--- src/hdl/xbar_pkg.sv ---
package xbar_pkg;

	// bus widths
	localparam int ADDR_W = 32;
	localparam int DATA_W = 32;
	localparam int PROT_W = 3;
	localparam int RESP_W = 2;

	// crossbar shape
	localparam int NUM_MASTERS = 2;
	localparam int NUM_SLAVES  = 2;
	localparam int SLV_IDX_W   = 1;
	localparam int MST_IDX_W   = 1;

	// window select bits of the address
	localparam int MAP_SEL_HI = 31;
	localparam int MAP_SEL_LO = 30;
	localparam int MAP_SEL_W  = MAP_SEL_HI - MAP_SEL_LO + 1;

	// slave 0 at 00, slave 1 at 01, the rest unmapped
	localparam logic [NUM_SLAVES-1:0][MAP_SEL_W-1:0] SLV_BASE_SEL = {2'b01, 2'b00};

	// outstanding reads per master, full at all ones
	localparam int PEND_W = 5;

	typedef enum logic [RESP_W-1:0] {
		RESP_OKAY   = 2'b00,
		RESP_SLVERR = 2'b10,
		RESP_DECERR = 2'b11
	} resp_e;

	// what a master currently owns
	typedef enum logic [1:0] {
		GRANT_NONE  = 2'd0,
		GRANT_SLAVE = 2'd1,
		GRANT_ERROR = 2'd2
	} grant_e;

endpackage

--- src/hdl/rd_req_if.sv ---
interface rd_req_if;
	import xbar_pkg::*;

	// held request from the decoder
	logic                 valid;
	logic [ADDR_W-1:0]    addr;
	logic [PROT_W-1:0]    prot;
	logic                 is_err;
	logic [SLV_IDX_W-1:0] slv_idx;

	// one-cycle take of the held request
	logic accept;

	// pending state from the return path
	logic idle;
	logic full;

	modport source (
		output valid, addr, prot, is_err, slv_idx,
		input  accept
	);

	modport arbiter (
		input  valid, addr, prot, is_err, slv_idx, idle, full,
		output accept
	);

	modport monitor (
		input  valid, is_err, accept,
		output idle, full
	);

endinterface

--- src/hdl/rd_addr_decode.sv ---
module rd_addr_decode (
	input  logic                        S_AXI_ACLK,
	input  logic                        S_AXI_ARESETN,
	input  logic                        i_s_arvalid,
	output logic                        o_s_arready,
	input  logic [xbar_pkg::ADDR_W-1:0] i_s_araddr,
	input  logic [xbar_pkg::PROT_W-1:0] i_s_arprot,
	rd_req_if.source                    req
);
	import xbar_pkg::*;

	logic                 hold_valid;
	logic [ADDR_W-1:0]    hold_addr;
	logic [PROT_W-1:0]    hold_prot;
	logic                 hold_err;
	logic [SLV_IDX_W-1:0] hold_idx;
	logic                 dec_err;
	logic [SLV_IDX_W-1:0] dec_idx;
	logic                 capture;

	// register frees on accept, so back-to-back capture works
	assign o_s_arready = !hold_valid || req.accept;
	assign capture     = i_s_arvalid && o_s_arready;

	// window lookup on the incoming address
	always_comb
	begin
		dec_err = 1'b1;
		dec_idx = '0;
		for (int s = 0; s < NUM_SLAVES; s++)
		begin
			if (i_s_araddr[MAP_SEL_HI:MAP_SEL_LO] == SLV_BASE_SEL[s])
			begin
				dec_err = 1'b0;
				dec_idx = SLV_IDX_W'(s);
			end
		end
	end

	always_ff @(posedge S_AXI_ACLK)
	begin
		if (!S_AXI_ARESETN)
			hold_valid <= 1'b0;
		else if (capture)
			hold_valid <= 1'b1;
		else if (req.accept)
			hold_valid <= 1'b0;
	end

	always_ff @(posedge S_AXI_ACLK)
	begin
		if (capture)
		begin
			hold_addr <= i_s_araddr;
			hold_prot <= i_s_arprot;
			hold_err  <= dec_err;
			hold_idx  <= dec_idx;
		end
	end

	assign req.valid   = hold_valid;
	assign req.addr    = hold_addr;
	assign req.prot    = hold_prot;
	assign req.is_err  = hold_err;
	assign req.slv_idx = hold_idx;

endmodule

--- src/hdl/rd_grant_arbiter.sv ---
module rd_grant_arbiter (
	input  logic                                                  S_AXI_ACLK,
	input  logic                                                  S_AXI_ARESETN,
	input  logic [xbar_pkg::NUM_SLAVES-1:0]                       i_m_arready,
	input  logic [xbar_pkg::NUM_MASTERS-1:0]                      i_r_take,
	output logic [xbar_pkg::NUM_SLAVES-1:0]                       o_m_arvalid,
	output logic [xbar_pkg::NUM_SLAVES-1:0][xbar_pkg::ADDR_W-1:0] o_m_araddr,
	output logic [xbar_pkg::NUM_SLAVES-1:0][xbar_pkg::PROT_W-1:0] o_m_arprot,
	output logic [xbar_pkg::NUM_SLAVES-1:0]                       o_m_rready,
	output xbar_pkg::grant_e                   o_grant [xbar_pkg::NUM_MASTERS],
	output logic [xbar_pkg::NUM_MASTERS-1:0][xbar_pkg::SLV_IDX_W-1:0] o_grant_idx,
	rd_req_if.arbiter                          req [xbar_pkg::NUM_MASTERS]
);
	import xbar_pkg::*;

	logic [NUM_MASTERS-1:0]                m_valid;
	logic [NUM_MASTERS-1:0]                m_is_err;
	logic [NUM_MASTERS-1:0]                m_idle;
	logic [NUM_MASTERS-1:0]                m_full;
	logic [NUM_MASTERS-1:0]                m_accept;
	logic [NUM_MASTERS-1:0][ADDR_W-1:0]    m_addr;
	logic [NUM_MASTERS-1:0][PROT_W-1:0]    m_prot;
	logic [NUM_MASTERS-1:0][SLV_IDX_W-1:0] m_slv;

	grant_e                                grant_q [NUM_MASTERS];
	logic [NUM_MASTERS-1:0][SLV_IDX_W-1:0] grant_idx_q;
	logic [NUM_MASTERS-1:0]                on_target;
	logic [NUM_MASTERS-1:0]                do_switch;
	logic [NUM_MASTERS-1:0]                do_drop;

	logic [NUM_SLAVES-1:0]                 slv_owned;
	logic [NUM_SLAVES-1:0][MST_IDX_W-1:0]  slv_owner;
	logic [NUM_SLAVES-1:0]                 slv_wanted;
	logic [NUM_SLAVES-1:0]                 slv_claimed;
	logic [NUM_SLAVES-1:0]                 slv_load;

	// flatten the interface array
	for (genvar g = 0; g < NUM_MASTERS; g++)
	begin : g_req
		assign m_valid[g]     = req[g].valid;
		assign m_is_err[g]    = req[g].is_err;
		assign m_idle[g]      = req[g].idle;
		assign m_full[g]      = req[g].full;
		assign m_addr[g]      = req[g].addr;
		assign m_prot[g]      = req[g].prot;
		assign m_slv[g]       = req[g].slv_idx;
		assign req[g].accept  = m_accept[g];
		assign o_grant[g]     = grant_q[g];
	end

	assign o_grant_idx = grant_idx_q;

	always_comb
	begin
		for (int m = 0; m < NUM_MASTERS; m++)
		begin
			if (m_is_err[m])
				on_target[m] = (grant_q[m] == GRANT_ERROR);
			else
				on_target[m] = (grant_q[m] == GRANT_SLAVE) && (grant_idx_q[m] == m_slv[m]);
		end
	end

	// owner table, plus slaves asked for by a non-owner
	always_comb
	begin
		slv_owned  = '0;
		slv_owner  = '0;
		slv_wanted = '0;
		for (int m = 0; m < NUM_MASTERS; m++)
		begin
			if (grant_q[m] == GRANT_SLAVE)
			begin
				slv_owned[grant_idx_q[m]] = 1'b1;
				slv_owner[grant_idx_q[m]] = MST_IDX_W'(m);
			end
			if (m_valid[m] && !m_is_err[m] && !on_target[m])
				slv_wanted[m_slv[m]] = 1'b1;
		end
	end

	// lower index claims a free slave first
	always_comb
	begin
		slv_claimed = '0;
		do_switch   = '0;
		do_drop     = '0;
		for (int m = 0; m < NUM_MASTERS; m++)
		begin
			if (m_valid[m] && m_idle[m] && !on_target[m])
			begin
				if (m_is_err[m])
					do_switch[m] = 1'b1;
				else if (!slv_owned[m_slv[m]] && !slv_claimed[m_slv[m]])
				begin
					do_switch[m]           = 1'b1;
					slv_claimed[m_slv[m]] = 1'b1;
				end
			end
			// idle owner gives its slave up to the other master
			if ((grant_q[m] == GRANT_SLAVE) && m_idle[m] && !(m_valid[m] && on_target[m])
					&& slv_wanted[grant_idx_q[m]])
				do_drop[m] = 1'b1;
		end
	end

	always_ff @(posedge S_AXI_ACLK)
	begin
		if (!S_AXI_ARESETN)
		begin
			for (int m = 0; m < NUM_MASTERS; m++)
			begin
				grant_q[m]     <= GRANT_NONE;
				grant_idx_q[m] <= '0;
			end
		end
		else
		begin
			for (int m = 0; m < NUM_MASTERS; m++)
			begin
				if (do_switch[m])
				begin
					if (m_is_err[m])
						grant_q[m] <= GRANT_ERROR;
					else
						grant_q[m] <= GRANT_SLAVE;
					grant_idx_q[m] <= m_slv[m];
				end
				else if (do_drop[m])
					grant_q[m] <= GRANT_NONE;
			end
		end
	end

	// error target needs room in the return path, a slave needs a free AR stage
	always_comb
	begin
		for (int m = 0; m < NUM_MASTERS; m++)
		begin
			m_accept[m] = 1'b0;
			if (m_valid[m] && !m_full[m] && on_target[m])
			begin
				if (m_is_err[m])
					m_accept[m] = i_r_take[m];
				else
					m_accept[m] = !o_m_arvalid[m_slv[m]] || i_m_arready[m_slv[m]];
			end
		end
	end

	always_comb
	begin
		for (int s = 0; s < NUM_SLAVES; s++)
		begin
			slv_load[s]   = slv_owned[s] && m_accept[slv_owner[s]]
				&& !m_is_err[slv_owner[s]];
			o_m_rready[s] = slv_owned[s] && i_r_take[slv_owner[s]];
		end
	end

	// registered AR stage per slave
	always_ff @(posedge S_AXI_ACLK)
	begin
		if (!S_AXI_ARESETN)
			o_m_arvalid <= '0;
		else
		begin
			for (int s = 0; s < NUM_SLAVES; s++)
			begin
				if (!o_m_arvalid[s] || i_m_arready[s])
					o_m_arvalid[s] <= slv_load[s];
			end
		end
	end

	always_ff @(posedge S_AXI_ACLK)
	begin
		for (int s = 0; s < NUM_SLAVES; s++)
		begin
			if (slv_load[s])
			begin
				o_m_araddr[s] <= m_addr[slv_owner[s]];
				o_m_arprot[s] <= m_prot[slv_owner[s]];
			end
		end
	end

endmodule

--- src/hdl/rd_return_path.sv ---
module rd_return_path (
	input  logic                                                  S_AXI_ACLK,
	input  logic                                                  S_AXI_ARESETN,
	input  xbar_pkg::grant_e                                      i_grant,
	input  logic [xbar_pkg::SLV_IDX_W-1:0]                        i_grant_idx,
	input  logic [xbar_pkg::NUM_SLAVES-1:0]                       i_m_rvalid,
	input  logic [xbar_pkg::NUM_SLAVES-1:0][xbar_pkg::DATA_W-1:0] i_m_rdata,
	input  logic [xbar_pkg::NUM_SLAVES-1:0][xbar_pkg::RESP_W-1:0] i_m_rresp,
	input  logic                                                  i_s_rready,
	output logic                                                  o_r_take,
	output logic                                                  o_s_rvalid,
	output logic [xbar_pkg::DATA_W-1:0]                           o_s_rdata,
	output logic [xbar_pkg::RESP_W-1:0]                           o_s_rresp,
	rd_req_if.monitor                                             req
);
	import xbar_pkg::*;

	logic              err_beat;
	logic              slv_beat;
	logic              in_valid;
	logic [DATA_W-1:0] in_data;
	logic [RESP_W-1:0] in_resp;
	logic              out_stall;
	logic              ovf_valid;
	logic [DATA_W-1:0] ovf_data;
	logic [RESP_W-1:0] ovf_resp;
	logic [PEND_W-1:0] pend;

	// room for one more beat while the overflow slot is empty
	assign o_r_take  = !ovf_valid;
	assign out_stall = o_s_rvalid && !i_s_rready;

	// an accepted unmapped request answers itself
	assign err_beat = req.valid && req.accept && req.is_err;
	assign slv_beat = (i_grant == GRANT_SLAVE) && i_m_rvalid[i_grant_idx] && o_r_take;
	assign in_valid = err_beat || slv_beat;

	always_comb
	begin
		if (err_beat)
		begin
			in_data = '0;
			in_resp = RESP_DECERR;
		end
		else
		begin
			in_data = i_m_rdata[i_grant_idx];
			in_resp = i_m_rresp[i_grant_idx];
		end
	end

	always_ff @(posedge S_AXI_ACLK)
	begin
		if (!S_AXI_ARESETN)
		begin
			o_s_rvalid <= 1'b0;
			ovf_valid  <= 1'b0;
		end
		else if (!out_stall)
		begin
			o_s_rvalid <= ovf_valid || in_valid;
			ovf_valid  <= 1'b0;
		end
		else if (in_valid)
			ovf_valid <= 1'b1;
	end

	// overflow slot drains first, it holds the older beat
	always_ff @(posedge S_AXI_ACLK)
	begin
		if (!out_stall)
		begin
			if (ovf_valid)
			begin
				o_s_rdata <= ovf_data;
				o_s_rresp <= ovf_resp;
			end
			else if (in_valid)
			begin
				o_s_rdata <= in_data;
				o_s_rresp <= in_resp;
			end
		end
		else if (in_valid)
		begin
			ovf_data <= in_data;
			ovf_resp <= in_resp;
		end
	end

	// reads issued but not yet returned to the master
	always_ff @(posedge S_AXI_ACLK)
	begin
		if (!S_AXI_ARESETN)
			pend <= '0;
		else
		begin
			case ({req.accept, o_s_rvalid && i_s_rready})
				2'b10:   pend <= pend + 1'b1;
				2'b01:   pend <= pend - 1'b1;
				default: pend <= pend;
			endcase
		end
	end

	assign req.idle = (pend == '0);
	assign req.full = &pend;

endmodule

--- src/hdl/axil_rd_xbar.sv ---
module axil_rd_xbar (
	input  logic                                                   S_AXI_ACLK,
	input  logic                                                   S_AXI_ARESETN,
	// toward the masters
	input  logic [xbar_pkg::NUM_MASTERS-1:0]                       i_s_arvalid,
	output logic [xbar_pkg::NUM_MASTERS-1:0]                       o_s_arready,
	input  logic [xbar_pkg::NUM_MASTERS-1:0][xbar_pkg::ADDR_W-1:0] i_s_araddr,
	input  logic [xbar_pkg::NUM_MASTERS-1:0][xbar_pkg::PROT_W-1:0] i_s_arprot,
	output logic [xbar_pkg::NUM_MASTERS-1:0]                       o_s_rvalid,
	input  logic [xbar_pkg::NUM_MASTERS-1:0]                       i_s_rready,
	output logic [xbar_pkg::NUM_MASTERS-1:0][xbar_pkg::DATA_W-1:0] o_s_rdata,
	output logic [xbar_pkg::NUM_MASTERS-1:0][xbar_pkg::RESP_W-1:0] o_s_rresp,
	// toward the slaves
	output logic [xbar_pkg::NUM_SLAVES-1:0]                        o_m_arvalid,
	input  logic [xbar_pkg::NUM_SLAVES-1:0]                        i_m_arready,
	output logic [xbar_pkg::NUM_SLAVES-1:0][xbar_pkg::ADDR_W-1:0]  o_m_araddr,
	output logic [xbar_pkg::NUM_SLAVES-1:0][xbar_pkg::PROT_W-1:0]  o_m_arprot,
	input  logic [xbar_pkg::NUM_SLAVES-1:0]                        i_m_rvalid,
	output logic [xbar_pkg::NUM_SLAVES-1:0]                        o_m_rready,
	input  logic [xbar_pkg::NUM_SLAVES-1:0][xbar_pkg::DATA_W-1:0]  i_m_rdata,
	input  logic [xbar_pkg::NUM_SLAVES-1:0][xbar_pkg::RESP_W-1:0]  i_m_rresp
);
	import xbar_pkg::*;

	grant_e                                grant [NUM_MASTERS];
	logic [NUM_MASTERS-1:0][SLV_IDX_W-1:0] grant_idx;
	logic [NUM_MASTERS-1:0]                r_take;

	rd_req_if req_bus [NUM_MASTERS] ();

	// per master decoder and return path
	for (genvar g = 0; g < NUM_MASTERS; g++)
	begin : g_master
		rd_addr_decode i_decode (
			.S_AXI_ACLK    (S_AXI_ACLK),
			.S_AXI_ARESETN (S_AXI_ARESETN),
			.i_s_arvalid   (i_s_arvalid[g]),
			.o_s_arready   (o_s_arready[g]),
			.i_s_araddr    (i_s_araddr[g]),
			.i_s_arprot    (i_s_arprot[g]),
			.req           (req_bus[g])
		);

		rd_return_path i_return (
			.S_AXI_ACLK    (S_AXI_ACLK),
			.S_AXI_ARESETN (S_AXI_ARESETN),
			.i_grant       (grant[g]),
			.i_grant_idx   (grant_idx[g]),
			.i_m_rvalid    (i_m_rvalid),
			.i_m_rdata     (i_m_rdata),
			.i_m_rresp     (i_m_rresp),
			.i_s_rready    (i_s_rready[g]),
			.o_r_take      (r_take[g]),
			.o_s_rvalid    (o_s_rvalid[g]),
			.o_s_rdata     (o_s_rdata[g]),
			.o_s_rresp     (o_s_rresp[g]),
			.req           (req_bus[g])
		);
	end

	rd_grant_arbiter i_arbiter (
		.S_AXI_ACLK    (S_AXI_ACLK),
		.S_AXI_ARESETN (S_AXI_ARESETN),
		.i_m_arready   (i_m_arready),
		.i_r_take      (r_take),
		.o_m_arvalid   (o_m_arvalid),
		.o_m_araddr    (o_m_araddr),
		.o_m_arprot    (o_m_arprot),
		.o_m_rready    (o_m_rready),
		.o_grant       (grant),
		.o_grant_idx   (grant_idx),
		.req           (req_bus)
	);

endmodule

--- config.mk ---
export PLATFORM = sky130hd
export DESIGN_NAME = axil_rd_xbar
export DESIGN_NICKNAME = d
export VERILOG_FILES = /design/src/hdl/xbar_pkg.sv /design/src/hdl/rd_req_if.sv /design/src/hdl/rd_addr_decode.sv /design/src/hdl/rd_grant_arbiter.sv /design/src/hdl/rd_return_path.sv /design/src/hdl/axil_rd_xbar.sv
export SDC_FILE = /design/constraint.sdc
export NUM_CORES = 1
export LEC_CHECK = 0
export ABC_CLOCK_PERIOD_IN_PS = 3690
export BUFFER_PORTS_ARGS = -buffer_cell sky130_fd_sc_hd__clkbuf_2
export CORE_ASPECT_RATIO = 1.1
export CORE_MARGIN = 2
export CORE_UTILIZATION = 31
export DETAILED_ROUTE_END_ITERATION = 10
export SLEW_MARGIN = 20
export SYNTH_ARGS = -nofsm -noshare
export SYNTH_HDL_FRONTEND = slang
export SYNTH_SLANG_ARGS = --single-unit
--- constraint.sdc ---
create_clock -name S_AXI_ACLK -period 3.69 [get_ports S_AXI_ACLK]
set_input_delay 0.369 -clock S_AXI_ACLK [delete_from_list [all_inputs] [get_ports S_AXI_ACLK]]
set_output_delay 0.369 -clock S_AXI_ACLK [all_outputs]
set_load 0.02 [all_outputs]
# Word level (Yosys, flattened, before mapping)
# Memory sizes are Yosys's and may differ from the RTL's.
# Index checks and enable logic that the tools add are counted.
# op_classes
eq_ne,12
muxes,134
n_lt_le_gt_ge,10
addsub,4
n_reduce_logical,100
n_bitwise,10
# op_table
op,count
$mux W32,14
$mux W1,86
$logic_and A1 B1 Y1,48
$mux W2,24
$logic_not A1 Y1,24
$pmux W5 S2,2
$eq A2 B1 Y1 const B,6
$lt A1 B2 Y1 const B,6
$mux W3,4
$reduce_and A2 Y1,6
$reduce_bool A2 Y1,6
$add A5 B1 Y5 const B,2
$logic_not A5 Y1,2
$logic_or A1 B1 Y1,10
$reduce_and A5 Y1,2
$sub A5 B1 Y5 const B,2
$eq A2 B2 Y1 const B,4
$or A1 B1 Y1,6
$demux W1 S1,4
$ge A1 B1 Y1 const B,4
$logic_not A2 Y1,2
$or A2 B2 Y2,2
$eq A1 B1 Y1,2
$not A1 Y1,2
# word_totals
mem_bits_rw,4
word_cells,303
inputBits,148
output_inout_bits,146
mem_count,1
ff_bits,300
# mem_list
memory,depth,word_bits,rd,rd_clocked_by_memory_dff,write_ports,line_no,text
i_arbiter.grant_q,2,2,2,0,2,rd_grant_arbiter.sv:25,grant_e grant_q [NUM_MASTERS];

# Depth between registers and ports, before layout
# logic_depth
depth_word,27
ltp_mapped,14
depth_no_buf,13

# Modules after synthesis
# A second synthesis with hierarchy kept.
# unflattened
hier_cells,988
hier_area_um2,13245.2
# modules_own_cells
module,seq_area_each_um2,cells_per_inst,area_per_inst_um2,n_inst
rd_grant_arbiter,2292.2,319,3782.4,1
rd_return_path (g_master[0].i_return),2182.1,290,3554.7,1
rd_return_path (g_master[1].i_return),2182.1,291,3550.9,1
rd_addr_decode,1131.1,44,1178.6,2

# Worst setup path after synthesis
# OpenSTA, ideal clock, no wires.
# synth_timing
path_type,register to register
start,reg g_master[0].i_decode.hold_idx
end,reg g_master[0].i_decode.hold_addr[0] (enable)
path_buffers,1
setup_time_ps,436
t_required_ps,3254
path_stages_with_launch,8
t_arrival_ps,3312
path_slack_ps,-58
period_less_slack_ps,3748
cell_sequence,edfxtp_1 -> buf_4 -> xor2_1 -> o31a_1 -> a211o_1 -> o21bai_1 -> and2_1 -> nor2b_1
# synth_via
elab_chain_cells,8
elab_cells_between_ends,14
cone_classes,eq/ne (1); mux (7); reduce/logical (6)
# synth_lines
element,line_no,text
start: declaration,rd_addr_decode.sv:16,logic [SLV_IDX_W-1:0] hold_idx;
start signal: assignment,rd_addr_decode.sv:57,hold_idx <= dec_idx;
$mux W1 (not written as such) (2 in series),rd_grant_arbiter.sv:146,m_accept[m] = !o_m_arvalid[m_slv[m]] || i_m_arready[m_slv[m]];
$logic_not A1 Y1,rd_grant_arbiter.sv:146,
$logic_or A1 B1 Y1,rd_grant_arbiter.sv:146,
$mux W1,rd_grant_arbiter.sv:143,if (m_is_err[m])
$mux W1 *,rd_grant_arbiter.sv:141,if (m_valid[m] && !m_full[m] && on_target[m])
$logic_or A1 B1 Y1 *,rd_addr_decode.sv:22,assign o_s_arready = !hold_valid || req.accept;
$logic_and A1 B1 Y1 *,rd_addr_decode.sv:23,assign capture = i_s_arvalid && o_s_arready;
named net g_master[0].i_decode.capture,rd_addr_decode.sv:19,logic capture;
end signal: assignment,rd_addr_decode.sv:54,hold_addr <= i_s_araddr;
end: declaration,rd_addr_decode.sv:13,logic [ADDR_W-1:0] hold_addr;
# Mark *: on every way through the listed nets, which the timed path passes. The rest lies on a longest branch. The select of a mux whose other input is x is not followed.
# A chain may end at the register's enable or synchronous reset.

# Worst setup path in the final report
# layout_timing
start,reg g_master[1].i_decode.hold_idx
end,reg g_master[1].i_return.pend[4]
# layout_via
elab_chain_cells,8
elab_cells_between_ends,16
cone_classes,eq/ne (3); mux (8); reduce/logical (5)
# layout_lines
element,line_no,text
start: declaration,rd_addr_decode.sv:16,
start signal: assignment,rd_addr_decode.sv:57,
$mux W1 (not written as such) (2 in series),rd_grant_arbiter.sv:146,
$logic_not A1 Y1,rd_grant_arbiter.sv:146,
$logic_or A1 B1 Y1,rd_grant_arbiter.sv:146,
$mux W1,rd_grant_arbiter.sv:143,
$mux W1 *,rd_grant_arbiter.sv:141,
$eq A2 B1 Y1 / $eq A2 B2 Y1 (equally long branches),rd_return_path.sv:98,"case ({req.accept, o_s_rvalid && i_s_rready})"
$pmux W5 S2 / $reduce_bool A2 Y1 (equally long branches),--,
end signal: assignment,rd_return_path.sv:99,2'b10: pend <= pend + 1'b1;
end signal: assignment,rd_return_path.sv:100,2'b01: pend <= pend - 1'b1;
end signal: assignment,rd_return_path.sv:101,default: pend <= pend;
end: declaration,rd_return_path.sv:27,logic [PEND_W-1:0] pend;
# Every way passes the cells marked *; elsewhere a longest branch is shown, timed or not. The select of a mux whose other input is x is not followed.

==> results.yml <==
detailed_routing:
  num_vias: 8983
  drt_pass1_iterations: 5
  postRouteAntennaNets: 0
  via_per_inst: 4.735
  routedWlPerCell_um: 18.21
  dr.first_iter.drc_count: 348
  drc_errors: 0
  drt_wl_total_mm: 34.54
timing:
  fmax_ghz: 0.3090
  finalMaxSlewViolations: 0
  hold_viol_final: 0
  fin_crit_ns: 3.236
  timing.slew.headroom: 0.4193
  rsz0062_at_grt: "no"
  setup_viol: 0
  skew_ns: 0.02254
  worstMarginPinSlew_ns: 0.8710
  fin_crit_sh: 0.8770
  tns_ns: 0
yosys:
  netlist_top_cells_area: "edfxtp_1 (66%), nand2_1 (5.2%), mux2i_1 (5.1%), o31ai_1 (3.7%), mux2_2 (3.5%)"
  synth_top_area_frac: 0.6555
  avgSynthCellArea_sq_um: 13.38
  synthCells: 969
  synth-edff-count: 283
  ys_seq_elements: 304
  synth_area_sq_um: 12960
  synth_top_flop_cell: "edfxtp_1"
  ys_warn_count: 0
  yosysMostFrequentCell: "edfxtp_1"
  yosysUniqueCellTypes: 57
  synth_nets: 1127
  synthArstFlopShare: 0
  ys_top_cells_by_count: "edfxtp_1 (283), nand2_1 (179), nor2_1 (90)"
  synth_seq_area_share: 0.6879
  synth_top_area_cell: "edfxtp_1"
critical_path:
  crit-reg2reg-launch: "g_master[1].i_decode.req.slv_idx"
  r2r_end: "g_master[1].i_return.pend[4]"
  startpoint: "g_master[1].i_decode.req.slv_idx"
  reg2reg_slack_ns: 0.45
  crit_end: "g_master[1].i_return.pend[4]"
  worstPathArrival_ns: 3.64
  startpoint_type: "register"
  ff2ff_path_depth: 13
  path_class: "reg2reg"
  required_ns: 4.09
  worst_setup_path_end_kind: "register"
  cp_max_fo: 9
placed_design:
  place.port_buffers: 293
  gp_congestion: 0.7820
  dp_hpwl_mm: 21.96
power_and_ir_drop:
  powerDensity_nw_per_um2: 477.2
  ir_drop_mv: 0.3740
  leakagePower_nw: 6.239
cts:
  ctsHoldBuffers: 63
  postCtsSetupBuffers: 0
  cts_made_buffers: 35
  h-tree-depth: 2
  root_buffer: "clkbuf_16"
  clk_pin_slew_ns: 0.06
  worst_skew_pair.late_latency_ns: 0.53
  post_cts_resized: 0
  cts_sinks: 304
  cts_tree: "done"
  cts_buffer_depth: 3
floorplan:
  die_area_sq_um: 43480
  core-area_sq_um: 41280
  die_w_um: 199.0
  start_util: 0.3141
  io_pins: 294
  dieHeight_um: 218.5
  row_count: 78
layout:
  drive_above_1_share: 0.3106
  regArea_sq_um: 8924
  areaGrowthSynthToFinish_pct: 28.44
  multi_input_area_sq_um: 3739
  fin_util: 0.4034
  nFillCells: 3857
  nets: 1472
global_routing:
  antenna_found_initial: 0
  grt_pass1_wl_mm: 52.54
  grt_pass1_vias: 9178
  grt_max_degree: 73
  overflow: 0
  grt_usage: 0.1596
status:
  status: "finished, final reports clean"
worst_hold_path:
  min_path_type: "in2reg"
flow_run:
  drv_cap: 0
## power by group
group / internal (W) / switching [W] / total, W
clock network: 0.00174 / 0.00136 / 0.00310
registers: 0.00396 / 0.0000605 / 0.00402
logic: 0.000342 / 0.000485 / 0.000828
## per-stage QoR
step                      hold slack [ns]  power [W]  area (sq um)  setup WS [ns]  instances
after CTS                         0.01620   0.008060         16650         0.4640       1896
after detailed placement           0.5099   0.004873         15020         0.4902       1774
after global routing              0.01702   0.008277         16650         0.2231       1896
after global placement             0.5015   0.004855         15020         0.5544       1774
final                             0.05418   0.007946         16650         0.4537       1897
after floorplan                    0.4679   0.004565         12970        0.04942        969
## how the worst min path moves through the flow
stage / start / endpoint / slack (ns) / cells past startpoint
after floorplan: i_s_araddr[0] / g_master[0].i_decode.req.addr[0] / 0.47 / 0
after global placement: i_arbiter.o_grant_idx[0] / i_arbiter.o_grant_idx[0] / 0.50 / 2
after detailed placement: i_arbiter.o_grant_idx[0] / i_arbiter.o_grant_idx[0] / 0.51 / 2
after CTS: i_s_araddr[28] / g_master[0].i_decode.req.addr[28] / 0.02 / 1
after global routing: i_s_araddr[22] / g_master[0].i_decode.req.addr[22] / 0.02 / 1
final: i_s_araddr[22] / g_master[0].i_decode.req.addr[22] / 0.05 / 1
## sequential cells by signal, summed over array words and instances, names as in the netlist, 4 cells and up
name	count
g_master.i_decode.req.addr	64
g_master.i_return.o_s_rdata	64
g_master.i_return.ovf_data	64
i_arbiter.o_m_araddr	64
g_master.i_return.pend	10
g_master.i_decode.req.prot	6
i_arbiter.o_m_arprot	6
g_master.i_return.o_s_rresp	4
g_master.i_return.ovf_resp	4
i_arbiter.grant_q	4
## worst max-delay path, stage by stage (launching register included)
cell and delay (ns):
edfxtp_1 0.51, or3b_1 0.41, a21o_1 0.21, nand4_1 0.11, a21o_1 0.19, ha_1 0.25, inv_1 0.11, fa_1 0.43
nor2b_1 0.16, o21ai_0 0.12, and3_1 0.19, nor3_1 0.22, xnor2_1 0.15, nor2_1 0.05
## layout make-up
| type | count | share of cell area |
|---|---|---|
| Sequential cell | 304 | 0.5359 |
| Multi-Input combinational cell | 583 | 0.2245 |
| Timing Repair Buffer | 373 | 0.1336 |
| Clock buffer | 41 | 0.05395 |
| Tap cell | 560 | 0.04208 |
| Clock inverter | 18 | 0.006011 |
| Inverter | 17 | 0.003832 |
| Antenna cell | 1 | 0.0001503 |
## logic make-up after synthesis
logic type               share of synthesized area
flip-flops                                  0.6879
XOR/XNOR                                  0.005405
AO/OA/AOI/OAI                              0.06678
adder cells (fa/ha/maj)                    0.01081
AND/OR/NAND/NOR                             0.1142
buffers and inverters                      0.02837
multiplexers                               0.08657
## cells in the final DEF, fill, tap and decap left out, types with 14 or more instances in the layout
cell / instances
clkbuf_2: 293
edfxtp_1: 283
nand2_1: 179
nor2_1: 89
mux2i_1: 66
o31ai_1: 64
dlygate4sd3_1: 63
mux2_2: 40
clkbuf_16: 35
nor2b_1: 17
dfxtp_1: 17
buf_4: 17
inv_1: 14
## layer usage
| layer | global-route usage | vias to the layer above | wire [um] |
|---|---|---|---|
| li1 | - | 4225 | - |
| met1 | 0.1920 | 4301 | 14150 |
| met2 | 0.2601 | 406 | 15880 |
| met3 | 0.05833 | 51 | 3652 |
| met4 | 0.06194 | 0 | 860 |
| met5 | 0 | - | 0 |
(Power assumes the default switching activity.)
